### config.mk
export PLATFORM = sky130hd
export DESIGN_NAME = spi_master
export DESIGN_NICKNAME = d
export VERILOG_FILES = /design/src/hdl/spi_fsm_pkg.sv /design/src/hdl/spi_types_pkg.sv /design/src/hdl/spi_shift_if.sv /design/src/hdl/spi_master.sv /design/src/hdl/spi_datapath.sv /design/src/hdl/spi_ctrl.sv /design/src/hdl/spi_fifo.sv
export VERILOG_INCLUDE_DIRS = /design/src /design/src/hdl
export SDC_FILE = /design/constraint.sdc
export NUM_CORES = 1
export LEC_CHECK = 0
export BUFFER_PORTS_ARGS = -buffer_cell sky130_fd_sc_hd__buf_2
export CAP_MARGIN = 20
export CORE_UTILIZATION = 63
export CTS_BUF_LIST = sky130_fd_sc_hd__clkbuf_4
export DETAILED_ROUTE_END_ITERATION = 8
export PLACE_DENSITY = 0.93
export SLEW_MARGIN = 30
export SYNTH_ARGS = -nofsm -noshare
export SYNTH_HDL_FRONTEND = slang
export SYNTH_SLANG_ARGS = --single-unit
export TNS_END_PERCENT = 20
### constraint.sdc
create_clock -name clk -period 4.9 [get_ports clk]
set_input_delay 0.735 -clock clk [delete_from_list [all_inputs] [get_ports clk]]
set_output_delay 0.735 -clock clk [all_outputs]
set_load 0.05 [all_outputs]
### src/hdl/spi_defs.svh
`ifndef SPI_DEFS_SVH
`define SPI_DEFS_SVH

// Entries per FIFO
`define SPI_FIFO_DEPTH 8

// Occupancy count, must hold 0 to SPI_FIFO_DEPTH
`define SPI_CNT_W 4

// Divider value, half-period of sclk minus one
`define SPI_DIV_W 12

`endif
### src/hdl/spi_fsm_pkg.sv
package spi_fsm_pkg;

    typedef enum logic [2:0] {
        SPI_ST_IDLE,
        SPI_ST_SETUP,
        SPI_ST_TRANS,
        SPI_ST_HOLD,
        SPI_ST_GAP
    } spi_state_e;

endpackage

### src/hdl/spi_types_pkg.sv
`include "spi_defs.svh"

package spi_types_pkg;

    // One serial frame
    typedef logic [7:0] spi_byte_t;

    typedef logic [`SPI_DIV_W-1:0] spi_div_t;
    typedef logic [`SPI_CNT_W-1:0] spi_cnt_t;

    // Watermark compare level
    typedef logic [2:0] spi_level_t;

endpackage

### src/hdl/spi_shift_if.sv
`timescale 1ns/1ps

interface spi_shift_if;

    // Pop tx FIFO head into the shifter, first bit out
    logic load;
    // Capture edge of sclk
    logic sample;
    // Change edge of sclk, next bit out
    logic shift;
    // Byte complete, push rx shifter
    logic done;

    modport ctrl (
        output load, sample, shift, done
    );

    modport dp (
        input load, sample, shift, done
    );

endinterface

### src/hdl/spi_master.sv
`timescale 1ns/1ps

module spi_master (
    input  logic                      clk,
    input  logic                      rst_n,

    // Host transmit side
    input  spi_types_pkg::spi_byte_t  tx_data,
    input  logic                      tx_valid,
    output logic                      tx_ready,

    // Host receive side
    output spi_types_pkg::spi_byte_t  rx_data,
    output logic                      rx_valid,
    input  logic                      rx_ready,

    // Configuration
    input  spi_types_pkg::spi_div_t   div,
    input  logic                      cpha,
    input  logic                      lsb_first,
    input  spi_types_pkg::spi_level_t tx_level,
    input  spi_types_pkg::spi_level_t rx_level,
    output logic                      tx_mark,
    output logic                      rx_mark,

    // Serial bus
    output logic                      sclk,
    output logic                      cs_n,
    output logic                      mosi,
    input  logic                      miso
);

    logic tx_avail;
    logic rx_room;

    spi_shift_if shift_bus ();

    spi_ctrl u_ctrl (
        .clk      (clk),
        .rst_n    (rst_n),
        .div      (div),
        .cpha     (cpha),
        .tx_avail (tx_avail),
        .rx_room  (rx_room),
        .sclk     (sclk),
        .cs_n     (cs_n),
        .shift    (shift_bus.ctrl)
    );

    spi_datapath u_dp (
        .clk       (clk),
        .rst_n     (rst_n),
        .lsb_first (lsb_first),
        .miso      (miso),
        .mosi      (mosi),
        .tx_data   (tx_data),
        .tx_valid  (tx_valid),
        .tx_ready  (tx_ready),
        .rx_data   (rx_data),
        .rx_valid  (rx_valid),
        .rx_ready  (rx_ready),
        .tx_level  (tx_level),
        .rx_level  (rx_level),
        .tx_mark   (tx_mark),
        .rx_mark   (rx_mark),
        .tx_avail  (tx_avail),
        .rx_room   (rx_room),
        .shift     (shift_bus.dp)
    );

endmodule

### src/hdl/spi_datapath.sv
`timescale 1ns/1ps

module spi_datapath (
    input  logic                      clk,
    input  logic                      rst_n,
    input  logic                      lsb_first,
    input  logic                      miso,
    output logic                      mosi,
    input  spi_types_pkg::spi_byte_t  tx_data,
    input  logic                      tx_valid,
    output logic                      tx_ready,
    output spi_types_pkg::spi_byte_t  rx_data,
    output logic                      rx_valid,
    input  logic                      rx_ready,
    input  spi_types_pkg::spi_level_t tx_level,
    input  spi_types_pkg::spi_level_t rx_level,
    output logic                      tx_mark,
    output logic                      rx_mark,
    output logic                      tx_avail,
    output logic                      rx_room,
    spi_shift_if.dp                   shift
);
    import spi_types_pkg::*;

    spi_byte_t tx_head;
    spi_byte_t tx_sr;
    spi_byte_t rx_sr;
    spi_cnt_t  tx_cnt;
    spi_cnt_t  rx_cnt;

    // ------------------------------------------------------------------------
    // Transmit shifter
    // ------------------------------------------------------------------------
    always_ff @(posedge clk or negedge rst_n) begin
        if (!rst_n)
            mosi <= 1'b0;
        else if (shift.load)
            mosi <= lsb_first ? tx_head[0] : tx_head[7];
        else if (shift.shift)
            mosi <= lsb_first ? tx_sr[0] : tx_sr[7];
        else if (shift.done)
            mosi <= 1'b0;  // back to idle low between frames
    end

    // Remaining bits stay aligned to the outgoing end
    always_ff @(posedge clk) begin
        if (shift.load)
            tx_sr <= lsb_first ? {1'b0, tx_head[7:1]} : {tx_head[6:0], 1'b0};
        else if (shift.shift)
            tx_sr <= lsb_first ? {1'b0, tx_sr[7:1]} : {tx_sr[6:0], 1'b0};
    end

    // ------------------------------------------------------------------------
    // Receive shifter
    // ------------------------------------------------------------------------
    always_ff @(posedge clk) begin
        if (shift.sample)
            rx_sr <= lsb_first ? {miso, rx_sr[7:1]} : {rx_sr[6:0], miso};
    end

    // Watermarks
    assign tx_mark = (tx_cnt < spi_cnt_t'(tx_level));
    assign rx_mark = (rx_cnt > spi_cnt_t'(rx_level));

    spi_fifo tx_fifo (
        .clk       (clk),
        .rst_n     (rst_n),
        .in_data   (tx_data),
        .in_valid  (tx_valid),
        .in_ready  (tx_ready),
        .out_data  (tx_head),
        .out_valid (tx_avail),
        .out_ready (shift.load),
        .count     (tx_cnt)
    );

    spi_fifo rx_fifo (
        .clk       (clk),
        .rst_n     (rst_n),
        .in_data   (rx_sr),
        .in_valid  (shift.done),
        .in_ready  (rx_room),
        .out_data  (rx_data),
        .out_valid (rx_valid),
        .out_ready (rx_ready),
        .count     (rx_cnt)
    );

endmodule

### src/hdl/spi_ctrl.sv
`timescale 1ns/1ps

module spi_ctrl (
    input  logic                    clk,
    input  logic                    rst_n,
    input  spi_types_pkg::spi_div_t div,
    input  logic                    cpha,
    input  logic                    tx_avail,
    input  logic                    rx_room,
    output logic                    sclk,
    output logic                    cs_n,
    spi_shift_if.ctrl               shift
);
    import spi_types_pkg::*;
    import spi_fsm_pkg::*;

    spi_state_e state;
    spi_div_t   hp_cnt;
    logic [3:0] edge_cnt;
    logic       done_q;
    logic       tick;
    logic       reload;
    logic       start;
    logic       edge_rise;
    logic       edge_fall;
    logic       last_edge;

    // ------------------------------------------------------------------------
    // Timing strobes
    // ------------------------------------------------------------------------
    assign tick = (hp_cnt == '0);

    // New frame only with a byte to send and room for the reply
    assign start = tx_avail && rx_room &&
                   ((state == SPI_ST_IDLE) || ((state == SPI_ST_GAP) && tick));

    // sclk idles low, so even edge indices rise
    assign edge_rise = (state == SPI_ST_TRANS) && tick && !edge_cnt[0];
    assign edge_fall = (state == SPI_ST_TRANS) && tick && edge_cnt[0];
    assign last_edge = edge_fall && (edge_cnt == 4'd15);

    assign reload = start || (tick && (state != SPI_ST_IDLE) && (state != SPI_ST_GAP));

    assign shift.load   = cpha ? (edge_rise && (edge_cnt == 4'd0)) : start;
    assign shift.sample = cpha ? edge_fall : edge_rise;
    assign shift.shift  = cpha ? (edge_rise && (edge_cnt != 4'd0)) : (edge_fall && !last_edge);
    assign shift.done   = done_q;

    // ------------------------------------------------------------------------
    // Half-period counter
    // ------------------------------------------------------------------------
    always_ff @(posedge clk or negedge rst_n) begin
        if (!rst_n)
            hp_cnt <= '0;
        else if (reload)
            hp_cnt <= div;
        else if (!tick)
            hp_cnt <= hp_cnt - 1'b1;
    end

    // Done lands on the first cycle of HOLD, after the last capture
    always_ff @(posedge clk or negedge rst_n) begin
        if (!rst_n)
            done_q <= 1'b0;
        else
            done_q <= last_edge;
    end

    // ------------------------------------------------------------------------
    // Frame FSM
    // ------------------------------------------------------------------------
    always_ff @(posedge clk or negedge rst_n) begin
        if (!rst_n) begin
            state    <= SPI_ST_IDLE;
            edge_cnt <= '0;
            sclk     <= 1'b0;
            cs_n     <= 1'b1;
        end else begin
            case (state)
                SPI_ST_IDLE, SPI_ST_GAP: begin
                    if (start) begin
                        state <= SPI_ST_SETUP;
                        cs_n  <= 1'b0;
                    end else if (tick) begin
                        state <= SPI_ST_IDLE;
                    end
                end
                SPI_ST_SETUP: begin
                    if (tick) begin
                        state    <= SPI_ST_TRANS;
                        edge_cnt <= '0;
                    end
                end
                SPI_ST_TRANS: begin
                    // 16 half-periods, one sclk edge at the end of each
                    if (tick) begin
                        sclk     <= ~sclk;
                        edge_cnt <= edge_cnt + 1'b1;
                        if (edge_cnt == 4'd15)
                            state <= SPI_ST_HOLD;
                    end
                end
                SPI_ST_HOLD: begin
                    if (tick) begin
                        state <= SPI_ST_GAP;
                        cs_n  <= 1'b1;
                    end
                end
                default: state <= SPI_ST_IDLE;
            endcase
        end
    end

endmodule

### src/hdl/spi_fifo.sv
`timescale 1ns/1ps
`include "spi_defs.svh"

module spi_fifo (
    input  logic                     clk,
    input  logic                     rst_n,
    input  spi_types_pkg::spi_byte_t in_data,
    input  logic                     in_valid,
    output logic                     in_ready,
    output spi_types_pkg::spi_byte_t out_data,
    output logic                     out_valid,
    input  logic                     out_ready,
    output spi_types_pkg::spi_cnt_t  count
);
    import spi_types_pkg::*;

    localparam int PTR_W = $clog2(`SPI_FIFO_DEPTH);

    spi_byte_t        mem [`SPI_FIFO_DEPTH];
    logic [PTR_W-1:0] wr_ptr;
    logic [PTR_W-1:0] rd_ptr;
    logic             push;
    logic             pop;

    function automatic logic [PTR_W-1:0] ptr_inc(input logic [PTR_W-1:0] ptr);
        if (ptr == PTR_W'(`SPI_FIFO_DEPTH - 1))
            return '0;
        return ptr + 1'b1;
    endfunction

    assign in_ready  = (count != spi_cnt_t'(`SPI_FIFO_DEPTH));
    assign out_valid = (count != '0);
    assign push      = in_valid && in_ready;
    assign pop       = out_valid && out_ready;

    // Head is visible without read latency
    assign out_data = mem[rd_ptr];

    always_ff @(posedge clk) begin
        if (push)
            mem[wr_ptr] <= in_data;
    end

    always_ff @(posedge clk or negedge rst_n) begin
        if (!rst_n) begin
            wr_ptr <= '0;
            rd_ptr <= '0;
            count  <= '0;
        end else begin
            if (push)
                wr_ptr <= ptr_inc(wr_ptr);
            if (pop)
                rd_ptr <= ptr_inc(rd_ptr);
            // Push and pop together leave the count alone
            case ({push, pop})
                2'b10:   count <= count + 1'b1;
                2'b01:   count <= count - 1'b1;
                default: count <= count;
            endcase
        end
    end

endmodule

==> metrics.csv <==
metric,value,unit
status,completed,
final_area,0.00924,sq mm
die_y,118,um
finalSetupViolCount,0,
async_flop_share,23.0,%
maxSlewHeadroom,40.4,%
startpoint_type,flop,
dieArea,0.0139,sq mm
fin_nets,667,
die_x,118,um
synth_edf_count,144,
worst_pin_slew,0.882,ns
syn_inst,556,
syn_to_final_growth,9.28,%
synth_area_leaders,"edfxtp_1, dfrtp_1, mux4_2, mux2_2, ha_1",
power_density,506,mW/mm^2
grt_pass1_wl,26400,um
start_util,65.7,%
finalCritPeriodShare,85.8,%
clkLatencyLatePin,0.59,ns
maxSlewViolCount,0,
cts_tree,built,
cts.hold.buffers_added,0,
core,0.0129,sq mm
leakage,3.38,nW
cts_buffer_depth,2,
avgViaCountPerCell,6.28,
synth-seq-cells,187,
overflow,0,
yosys-top-cells-count,"edfxtp_1, dfrtp_1, mux4_2",
drc,0,
yosysWarnings,0,
cts_sinks,187,
vias,4987,
ys.flop_type,edfxtp_1,
rows,41,
grt_start_max_net_pins,44,
syn_nets,613,
antenna_found_initial,0,
crit_fanout,14,
numCtsBuffers,17,
fmax,238,MHz
path_clk_slew,0.15,ns
min_period,4.20,ns
yosys.cell_types.count,62,
rsz0062_at_grt,false,
hold_viol,0,
peakVddDrop,0.000371,V
setup_ws,0.697,ns
routabilityCongestion,0.880,
drive_gt1_share,27.0,%
hold_class,primary input to asynchronous set/reset pin,
crit_required,5.38,ns
antenna_cells,0,
clockRootBuffer,clkbuf_4,
yosysMostFrequentCell,edfxtp_1,
drtAntennaViolNets,0,
dp.cells,763,
end_kind,flop,
final_cells,794,
synth_area_per_cell,15.2,sq um
cp.arrival,4.68,ns
fill_cells,785,
cts_max_level,4,
wl,16100,um
grt_pass1_vias,5191,
track_usage,25.4,%
first_iter_violations,405,
cts.repair.resized,0,
yosysTopAreaCellShare,51.1,%
synth_area,0.00845,sq mm
wire_per_inst,20.3,um
ys_seq_area_share,63.9,%
port_buffers,47,
dp_hpwl,11200,um
post_dp_cell_area,0.00890,sq mm
firstDrtPassIters,5,
pre_cts_ws,0.861,ns
ios,48,
setup_tns,0,ns
finalClockSkew,0.0189,ns
synth_top_cell_by_area,edfxtp_1,
maxCapViolCount,0,
critPathKind,flop to flop,
cts_setup_buffers,0,
## flip-flops by register name, indices dropped and copies added, names as in the netlist, 4 cells and up
register            flops
u_dp.rx_fifo.count      4
u_dp.tx_sr              8
u_ctrl.hp_cnt          12
u_dp.tx_fifo.mem       64
u_dp.rx_fifo.mem       64
u_dp.tx_fifo.count      4
u_ctrl.edge_cnt         4
u_dp.rx_sr              8
## cell families after synthesis
kind of cell    Yosys count  synth area share (%)
fa+ha+maj                24                  3.64
xor+xnor                 17                  1.76
compound gates           74                  6.26
buf+inv                  47                  2.21
mux                      70                  13.9
flops                   187                  63.9
simple gates            137                  8.35
## critical path, stage by stage, from the launching register on
cell and delay [ns]:
dfrtp_1 0.45, inv_1 0.12, ha_1 0.16, or4b_4 0.48
or4_1 0.73, or2_0 0.48, a21o_4 0.31, inv_1 0.11
ha_1 0.34, xor2_1 0.12, ha_1 0.19, a21oi_1 0.20
xor2_1 0.20, nor2_1 0.07, xor2_1 0.14
## per-stage QoR
stage          util, %  hold slack [ns]  power, W
2_1_floorplan        -            0.439   0.00341
3_3_place_gp      69.1            0.487   0.00366
3_5_place_dp      69.1            0.487   0.00378
4_1_cts           71.7            0.288   0.00470
5_1_grt           71.8            0.130   0.00492
6_report          71.8            0.116   0.00467
## cell type report
class / count / area, sq um / area share [%]
inverters: 23 / 86.3 / 0.934
repair buffers: 59 / 328 / 3.55
flip-flops and latches: 187 / 5400 / 58.5
multi-input cells: 322 / 2880 / 31.1
clock inverters: 12 / 188 / 2.03
well taps: 172 / 215 / 2.33
clock buffers: 19 / 143 / 1.54
## metal layers
metal | vias up | GRT usage [%] | share of wire, %
li1 | 2260 | - | -
met1 | 2507 | 29.9 | 38
met2 | 179 | 45.7 | 54
met3 | 41 | 4.99 | 5.0
met4 | 0 | 10.3 | 2.7
met5 | - | 0 | 0
## power breakdown
| part | leakage, nW | internal, W | total [W] | switching (W) |
|---|---|---|---|---|
| logic | 1.38 | 0.000715 | 0.00148 | 0.000765 |
| clock network | 0.171 | 0.000422 | 0.000932 | 0.000510 |
| registers | 1.83 | 0.00192 | 0.00226 | 0.000339 |
## path summary, 6_finish.rpt
kind,startpoint,to,slack (ns),depth (start not counted)
worst max register to register,u_ctrl.hp_cnt[0],u_dp.tx_fifo.count[2],0.70,14
min in group clk,div[5],u_ctrl.hp_cnt[5],0.34,2
worst min register to register,u_ctrl.sclk,u_ctrl.sclk,0.50,1
max in group asynchronous,rst_n,u_dp.rx_fifo.rd_ptr[0],4.38,1
worst min-delay path,rst_n,u_ctrl.hp_cnt[10],0.12,1
worst max-delay path,u_ctrl.hp_cnt[0],u_dp.tx_fifo.count[2],0.70,14
## cell usage in the layout (no fill, tap or decap), drive strengths merged, types with 3 or more instances in the layout
master   count
a211oi       4
a21o         8
a21oi       10
a22oi        3
a311oi       3
a31oi        3
buf         59
bufinv       4
clkbuf      19
dfrtp       42
edfxtp     144
ha          23
inv         27
mux2        30
mux2i        6
mux4        34
nand2       27
nand2b      10
nand3        8
nor2        31
nor2b        7
nor3        20
nor4        14
o21ai       16
o2bb2ai      6
o31ai        3
or2          5
or3          3
or4          3
xnor2       10
xor2         7
No activity file was read; power rests on OpenSTA's default activity.
